--- src/sevenSegPkg.sv ---
package sevenSegPkg;

    // Display geometry
    localparam int numDigits = 4;

    // APB bus
    typedef logic [11:0] apbAddr;
    typedef logic [31:0] apbData;

    // Display data, digit 0 in the lowest nibble
    typedef logic [3:0]               hexDigit;
    typedef logic [numDigits*4-1:0]   digitWord;
    typedef logic [$clog2(numDigits)-1:0] digitIdx;

    // Active low, one bit per digit
    typedef logic [numDigits-1:0] anodeVec;

    // Active low, bit 0 is segment a through bit 6 for segment g
    typedef logic [6:0] segVec;

    // Refresh divider and its counter
    typedef logic [15:0] scanCount;

    // Register map, byte offsets
    localparam apbAddr addrDigits  = 12'h000;
    localparam apbAddr addrDpMask  = 12'h004;
    localparam apbAddr addrCtrl    = 12'h008;
    localparam apbAddr addrScanDiv = 12'h00C;

    // Divider value after reset
    localparam scanCount scanDivReset = 16'h000F;

endpackage

--- src/segDecoder.sv ---
`timescale 1ns/1ps

module segDecoder import sevenSegPkg::*; (
    input  hexDigit digit,
    input  logic    dpOn,
    output segVec   seg,
    output logic    dp
);

    // Segment patterns are listed g down to a, a zero lights the segment
    always_comb begin
        case (digit)
            4'h0: begin
                seg = 7'b100_0000;
            end
            4'h1: begin
                seg = 7'b111_1001;
            end
            4'h2: begin
                seg = 7'b010_0100;
            end
            4'h3: begin
                seg = 7'b011_0000;
            end
            4'h4: begin
                seg = 7'b001_1001;
            end
            4'h5: begin
                seg = 7'b001_0010;
            end
            4'h6: begin
                seg = 7'b000_0010;
            end
            4'h7: begin
                seg = 7'b111_1000;
            end
            4'h8: seg = 7'b000_0000;
            4'h9: seg = 7'b001_0000;
            4'hA: seg = 7'b000_1000;
            // Lower case b and d keep them apart from 8 and 0
            4'hB: seg = 7'b000_0011;
            4'hC: seg = 7'b100_0110;
            4'hD: seg = 7'b010_0001;
            4'hE: seg = 7'b000_0110;
            4'hF: seg = 7'b000_1110;
            default: begin
                seg = 7'b111_1111;
            end
        endcase
    end

    // Decimal point, also active low
    assign dp = ~dpOn;

endmodule

--- src/apbDisplayRegs.sv ---
`timescale 1ns/1ps

module apbDisplayRegs import sevenSegPkg::*; (
    input  logic                 clk,
    input  logic                 rstN,
    input  apbAddr               paddr,
    input  logic                 psel,
    input  logic                 penable,
    input  logic                 pwrite,
    input  apbData               pwdata,
    output apbData               prdata,
    output logic                 pready,
    output logic                 pslverr,
    output digitWord             digits,
    output logic [numDigits-1:0] dpMask,
    output logic                 enable,
    output scanCount             scanDiv
);

    logic   setupPhase;
    logic   accessPhase;
    logic   addrLegal;
    apbData readMux;

    assign setupPhase  = psel && !penable;
    assign accessPhase = psel && penable;

    // No wait states
    assign pready = 1'b1;

    // Misaligned offsets fall into the default branch as well
    always_comb begin
        addrLegal = 1'b1;
        readMux   = '0;
        case (paddr)
            addrDigits: begin
                readMux = apbData'(digits);
            end
            addrDpMask: begin
                readMux = apbData'(dpMask);
            end
            addrCtrl: begin
                readMux = apbData'(enable);
            end
            addrScanDiv: begin
                readMux = apbData'(scanDiv);
            end
            default: begin
                addrLegal = 1'b0;
            end
        endcase
    end

    // Response is captured at the end of setup so it is valid during access
    always_ff @(posedge clk or negedge rstN) begin
        if (!rstN) begin
            prdata  <= '0;
            pslverr <= 1'b0;
        end else if (setupPhase) begin
            if (addrLegal && !pwrite) begin
                prdata <= readMux;
            end else begin
                prdata <= '0;
            end
            pslverr <= !addrLegal;
        end else begin
            prdata  <= '0;
            pslverr <= 1'b0;
        end
    end

    // Register writes land on the edge that ends the access phase
    always_ff @(posedge clk or negedge rstN) begin
        if (!rstN) begin
            digits  <= '0;
            dpMask  <= '0;
            enable  <= 1'b0;
            scanDiv <= scanDivReset;
        end else if (accessPhase && pwrite && addrLegal) begin
            case (paddr)
                addrDigits: begin
                    digits <= pwdata[$bits(digitWord)-1:0];
                end
                addrDpMask: begin
                    dpMask <= pwdata[numDigits-1:0];
                end
                addrCtrl: begin
                    enable <= pwdata[0];
                end
                addrScanDiv: begin
                    scanDiv <= pwdata[$bits(scanCount)-1:0];
                end
                default: begin
                    // Unreachable, addrLegal already excludes it
                    digits <= digits;
                end
            endcase
        end
    end

endmodule

--- src/digitScanner.sv ---
`timescale 1ns/1ps

module digitScanner import sevenSegPkg::*; (
    input  logic                 clk,
    input  logic                 rstN,
    input  digitWord             digits,
    input  logic [numDigits-1:0] dpMask,
    input  logic                 enable,
    input  scanCount             scanDiv,
    output hexDigit              curDigit,
    output logic                 curDp,
    output anodeVec              anodes
);

    scanCount count;
    digitIdx  idx;
    digitIdx  nextIdx;
    logic     running;
    logic     advance;

    // First digit after enable is always digit 0
    assign nextIdx = running ? digitIdx'(idx + 1'b1) : '0;

    // Count has run out, or scanning just started
    assign advance = !running || (count == '0);

    always_ff @(posedge clk or negedge rstN) begin
        if (!rstN) begin
            count    <= '0;
            idx      <= '0;
            running  <= 1'b0;
            anodes   <= '1;
            curDigit <= '0;
            curDp    <= 1'b0;
        end else if (!enable) begin
            // Dark display, rotation parked at digit 0
            count   <= scanDiv;
            idx     <= '0;
            running <= 1'b0;
            anodes  <= '1;
        end else if (advance) begin
            count    <= scanDiv;
            idx      <= nextIdx;
            running  <= 1'b1;
            anodes   <= ~(anodeVec'(1) << nextIdx);
            curDigit <= digits[nextIdx*$bits(hexDigit) +: $bits(hexDigit)];
            curDp    <= dpMask[nextIdx];
        end else begin
            count <= count - 1'b1;
        end
    end

endmodule

--- src/sevenSegDisplay.sv ---
`timescale 1ns/1ps

module sevenSegDisplay import sevenSegPkg::*; (
    input  logic    clk,
    input  logic    rstN,
    input  apbAddr  paddr,
    input  logic    psel,
    input  logic    penable,
    input  logic    pwrite,
    input  apbData  pwdata,
    output apbData  prdata,
    output logic    pready,
    output logic    pslverr,
    output anodeVec anodes,
    output segVec   seg,
    output logic    dp
);

    digitWord             digits;
    logic [numDigits-1:0] dpMask;
    logic                 enable;
    scanCount             scanDiv;
    hexDigit              curDigit;
    logic                 curDp;

    apbDisplayRegs i_apbDisplayRegs (
        .clk     (clk),
        .rstN    (rstN),
        .paddr   (paddr),
        .psel    (psel),
        .penable (penable),
        .pwrite  (pwrite),
        .pwdata  (pwdata),
        .prdata  (prdata),
        .pready  (pready),
        .pslverr (pslverr),
        .digits  (digits),
        .dpMask  (dpMask),
        .enable  (enable),
        .scanDiv (scanDiv)
    );

    digitScanner i_digitScanner (
        .clk      (clk),
        .rstN     (rstN),
        .digits   (digits),
        .dpMask   (dpMask),
        .enable   (enable),
        .scanDiv  (scanDiv),
        .curDigit (curDigit),
        .curDp    (curDp),
        .anodes   (anodes)
    );

    segDecoder i_segDecoder (
        .digit (curDigit),
        .dpOn  (curDp),
        .seg   (seg),
        .dp    (dp)
    );

endmodule

--- config.mk ---
export PLATFORM = sky130hd
export DESIGN_NAME = sevenSegDisplay
export DESIGN_NICKNAME = d
export VERILOG_FILES = /design/src/sevenSegPkg.sv /design/src/segDecoder.sv /design/src/apbDisplayRegs.sv /design/src/digitScanner.sv /design/src/sevenSegDisplay.sv
export SDC_FILE = /design/constraint.sdc
export NUM_CORES = 1
export LEC_CHECK = 0
export BUFFER_PORTS_ARGS = -buffer_cell sky130_fd_sc_hd__buf_2
export CORE_MARGIN = 1.5
export CORE_UTILIZATION = 58
export CTS_CLUSTER_SIZE = 28
export DETAILED_ROUTE_END_ITERATION = 8
export GPL_TIMING_DRIVEN = 0
export HOLD_SLACK_MARGIN = 0.15
export PLACE_DENSITY = 0.95
export SLEW_MARGIN = 25
export SYNTH_ARGS = -nofsm -noshare
export SYNTH_HDL_FRONTEND = slang
export SYNTH_SLANG_ARGS = --single-unit
--- constraint.sdc ---
create_clock -name clk -period 4.4 [get_ports clk]
set_input_delay 0.44 -clock clk [delete_from_list [all_inputs] [get_ports clk]]
set_output_delay 0.44 -clock clk [all_outputs]
set_load 0.02 [all_outputs]
# Word-level counts from Yosys, hierarchy flattened
# Memory sizes are Yosys's and may differ from the RTL's.
# Index checks and enable logic that the tools add are counted.
# word_totals
ff_bits	82
n_memories	1
input_bits	49
out_inout_bits	46
romBits	112
wordCells	58
# classes
shift	2
n_reduce_logical	18
n_addsub	2
mux	16
bitwise	2
n_eq_ne	4
magnitude_cmp	1
# memory_table
memory	depth	width	read_ports	rd_ports_with_merged_regs	wr	line_no	text
(name not given)	16	7	1	0	0	segDecoder.sv:12	case (digit)
# op_table
cell	count
$mux 16	4
$pmux 16 s4	1
$eq 12x4->1 const B	2
$logic_not 16->1	1
$shiftx 16x5->4	1
$sub 16x1->16 const B	1
$eq 12x3->1 const B	1
$logic_not 12->1	1
$reduce_and 2->1	5
$mux 4	2
$mux 2	3
$logic_and 1x1->1	5
$mux 1	5
$logic_not 1->1	4
$not 4->4	1
$reduce_or 4->1	1
$shl 1x2->4 const A	1
$lt 2x3->1 const B	1
$add 2x1->2 const B	1
$bmux 1 s2	1
$ne 2x1->1 const B	1
$logic_or 1x1->1	1
$not 1->1	1

# Logic depth before layout (Yosys ltp)
# depth
depth_word	6
depth_mapped	7
ltp_nobuf	6

# Cells and area by module
# A second synthesis with hierarchy kept.
# hier_totals
cells_unflattened	356
hier_area_um2	4365.4
# modules_own_cells
mod	area_per_inst_um2	seq_area_each_um2	cells_per_inst	n_inst
apbDisplayRegs	2457.4	1356.3	174	1
digitScanner	1642.8	705.7	150	1
segDecoder	265.3	0.0	32	1

# Worst setup path after synthesis
# Ideal clock, no wire load.
# synth_timing
path_type	input-to-reg
startpoint	input paddr[1]
endpoint	register i_apbDisplayRegs.scanDiv[10]
stages	6
path_buffers	2
t_arrival_ns	2.296
t_required_ns	4.275
slack_ns	1.978
setup_time_ns	0.125
cell_sequence	or4_4 or3b_4 or3_1 buf_2 buf_6 mux2_4
# synth_between
elab_chain_cells	5
elab_cells_between_ends	8
classes_between	eq/ne (3); mux (1); reduce/logical (4)
# synth_lines
item	line_no	text
from (decl)	sevenSegDisplay.sv:6	input apbAddr paddr,
$eq 12x3->1, or another cell as far along	apbDisplayRegs.sv:35	case (paddr)
$reduce_or 4->1 (no source line)	--	
$mux 1	apbDisplayRegs.sv:35	
$logic_and 1x1->1	apbDisplayRegs.sv:79	end else if (accessPhase && pwrite && addrLegal) begin
$reduce_and 2->1 (no source line) (*)	--	
to (signal assigned)	apbDisplayRegs.sv:78	scanDiv <= scanDivReset;
to (signal assigned)	apbDisplayRegs.sv:91	scanDiv <= pwdata[$bits(scanCount)-1:0];
to (decl)	apbDisplayRegs.sv:17	output scanCount scanDiv
# Every way passes the cells marked *; elsewhere a longest branch is shown, timed or not.
# A chain may end at the register's enable or synchronous reset.

# Final worst setup path
# layout_timing
startpoint	register i_digitScanner.count[0]
endpoint	register i_digitScanner.count[11]
# layout_between
elab_chain_cells	4
elab_cells_between_ends	5
classes_between	add/sub (1); mux (2); reduce/logical (2)
# layout_lines
item	line_no	text
from (decl)	digitScanner.sv:15	scanCount count;
from (signal assigned)	digitScanner.sv:37	count <= scanDiv;
from (signal assigned)	digitScanner.sv:42	count <= scanDiv;
from (signal assigned)	digitScanner.sv:49	count <= count - 1'b1;
parallel branches: the longest is 2 deep, another holds $sub 16x1->16	--	
$mux 16 (*)	digitScanner.sv:41	end else if (advance) begin
$mux 16 (*)	digitScanner.sv:35	end else if (!enable) begin
# Mark *: on every way between the ends.

==> results.py <==
metrics = {
    "run_status": {
        "status": "complete, no violations",
    },
    "clocking": {
        "postCtsSetupBuffers": 0,
        "path_clk_slew_ps": 80,
        "ctsHoldBuffers": 1,
        "cts-resized-gates": 0,
        "clk_latency_ps": 360,
        "ctsRootBufferMaster": "clkbuf_8",
        "cts_tree": "done",
        "cts.htree.levels": 3,
        "cts_max_path_buffers": 2,
        "cts_sinks": 82,
        "numCtsBuffers": 9,
    },
    "cells_and_area": {
        "drive_above_1_share_pct": 39.5,
        "nFillCells": 426,
        "fin_nets": 495,
        "antenna_cells": 0,
        "layout_commonest_cell": "dfrtp_1",
        "layout_common_cells": "dfrtp_1 (74), buf_2 (60), mux2_2 (50), nor2_1 (33), buf_4 (19)",
        "final_area_um2": 4850,
        "post-route-util_pct": 70.7,
        "syn_to_final_growth_pct": 16.8,
    },
    "sta": {
        "max_freq_mhz": 361,
        "fin_ws_ps": 1630,
        "setup_viol": 0,
        "whs_ps": 318,
        "finalHoldViolations": 0,
        "maxSlewViolCount": 0,
        "setup_tns_ps": 0,
        "finalCriticalPeriod_ps": 2770,
        "rsz0062_at_grt": "no",
        "period_share_pct": 62.9,
        "slew_headroom_pct": 44.1,
        "clock_skew_ps": 6.17,
        "worstMarginPinSlew_ps": 831,
    },
    "yosys": {
        "synth_seq_area_share_pct": 49.6,
        "synth_async_sr_flop_share_pct": 100,
        "syn_avg_cell_area_um2": 11.8,
        "yosys.area.top_type_share_pct": 44.6,
        "synth-warning-count": 0,
        "ys.flop_type": "dfrtp_1",
        "synth-seq-cells": 82,
        "netlist_top_cells_area": "dfrtp_1 (45%), mux2_2 (14%), dfstp_2 (5.1%), mux2_4 (3.6%), buf_4 (3.3%)",
        "synth_edf_count": 0,
        "synth.distinct_cells": 51,
        "synth_cells": 352,
        "synth_area_leader_cell": "dfrtp_1",
        "netlist_area_um2": 4160,
    },
    "global_route": {
        "use_met2_pct": 49.4,
        "gr-usage-met3_pct": 6.31,
        "grt_max_degree": 46,
        "antenna_found_initial": 0,
        "grt_pass1_wl_mm": 16.3,
        "overflow": 0,
        "grt_pass1_vias": 3266,
        "grt_usage_pct": 28.6,
        "busiest_layer": "met2",
        "use_met1_pct": 32.8,
    },
    "power_and_ir_drop": {
        "p_leak_nw": 2.40,
        "vdd_ir_drop_max_mv": 0.207,
        "pwr_density_cell_nw_per_um2": 281,
    },
    "detailed_routing": {
        "antenna_left": 0,
        "vias": 3111,
        "wl_per_cell_um": 19.1,
        "drc": 0,
        "drtIter0Drc": 237,
        "drt-pass1-iter-count": 4,
        "wl_mm": 10.3,
        "viasPerCell": 5.77,
    },
    "placement": {
        "dp_slack_ps": 1350,
        "dpl_cell_area_um2": 4660,
        "port_buffers": 59,
        "place_hpwl_mm": 6.99,
        "gp_congestion": 0.868,
    },
    "floorplan": {
        "std_cell_rows": 30,
        "placeableCoreArea_um2": 6870,
        "ioPinCount": 95,
        "start_util_pct": 60.5,
        "die_width_um": 87.6,
        "dieArea_um2": 7680,
        "die_y_um": 87.6,
    },
    "worst_setup_path": {
        "worst-setup-path-type": "register to register",
        "crit_start": "i_digitScanner.count[0]",
        "critPathLaunchType": "register",
        "r2r_start": "i_digitScanner.count[0]",
        "end_kind": "register",
        "cp.required_ps": 4650,
        "crit_slowest_cell": "nor3b_2",
        "slowest_delay_ps": 520,
        "crit_fanout": 10,
        "crit_family": "simple AND/OR/NAND/NOR gates",
        "crit_buf_inv": 2,
        "worstPathArrival_ps": 3010,
        "crit_chain": "inv_1 > ha_1 > nor3b_2 > nand4_1 > nand2_1 > buf_2 > mux2_2",
    },
    "worst_hold_path": {
        "hp-start": "pwdata[6]",
        "hp-class": "input pin to register",
    },
    "flow_run": {
        "cap_violations": 0,
    },
}
==> flip-flops by register name, indices dropped and copies added, names as in the netlist <==
register / flops
i_digitScanner.curDp: 1
i_apbDisplayRegs.pslverr: 1
i_digitScanner.curDigit: 4
i_digitScanner.anodes: 4
i_apbDisplayRegs.digits: 16
i_digitScanner.count: 16
i_digitScanner.running: 1
i_apbDisplayRegs.dpMask: 4
i_apbDisplayRegs.enable: 1
i_digitScanner.idx: 2
i_apbDisplayRegs.prdata: 16
i_apbDisplayRegs.scanDiv: 16
==> metal layers <==
layer  wire [um]  up-vias
li1            -     1395
met1        3900     1523
met2        5270      150
met3         680       43
met4         425        0
met5           0        -
==> worst register-to-register path: stages, from the launching register on <==
cell     delay (ps)
dfrtp_1         430
inv_1           110
ha_1            190
nor3b_2         520
nand4_1         330
nand2_1         340
buf_2           340
mux2_2          400
==> per-stage QoR <==
step                total power [mW]  instances
floorplan                      0.807        367
global placement               0.839        522
detailed placement             0.844        523
CTS                             1.36        539
global route                    1.40        539
finish                          1.36        539
==> cell type report <==
type | instances | area (um2) | share of cell area, %
clock inverter | 5 | 56.3 | 1.16
clock buffer | 10 | 128 | 2.63
buffer | 34 | 205 | 4.23
tap | 96 | 120 | 2.47
multi-input combinational | 240 | 1910 | 39.4
timing repair buffer | 61 | 328 | 6.75
inverter | 11 | 41.3 | 0.851
sequential | 82 | 2060 | 42.5
==> Yosys cell counts (2+ instances only) <==
cell type and instances:
ha_1 7, or3_1 3, mux4_2 2, mux2_2 50, o21ai_0 6, nand4_1 5, dfstp_2 8, inv_1 11
nand2b_1 4, nand2_1 10, a32oi_1 2, and3_1 2, or2_2 2, nor2b_1 3, conb_1 2, nor2_1 33
buf_4 18, clkbuf_1 12, dfrtp_1 74, xnor2_1 11, nand3b_1 2, xor2_1 2, nor3_1 4, buf_2 2
mux2_4 10, or4_1 2, nor4_1 5, nor4_2 2, nand3_1 3, a22oi_1 13, a21oi_1 8, a21boi_0 2
o22ai_1 5, mux2i_1 10
==> worst paths after layout <==
kind	end	slack, ps	cells after the start
min	i_apbDisplayRegs.scanDiv[6]	320	2
max in group asynchronous	i_apbDisplayRegs.scanDiv[2]	3130	3
min in group asynchronous	i_apbDisplayRegs.prdata[5]	600	2
max reg2reg	i_digitScanner.count[11]	1630	7
max	i_digitScanner.count[11]	1630	7
min reg2reg	i_digitScanner.count[1]	510	2
==> kinds of logic after synthesis <==
| family | share of synthesized area [%] |
|---|---|
| AND/OR/NAND/NOR | 11.6 |
| flip-flops | 49.6 |
| multiplexers | 20.7 |
| buffers and inverters | 5.93 |
| AO/OA/AOI/OAI | 7.14 |
| XOR/XNOR | 2.74 |
| adder cells (fa/ha/maj) | 2.11 |
| other | 0.181 |
==> power by group <==
part / switching [mW] / internal (mW)
Combinational: 0.0474 / 0.0289
Sequential: 0.000794 / 0.754
Clock: 0.275 / 0.258
Note: power is estimated with default switching activity, not from simulation.
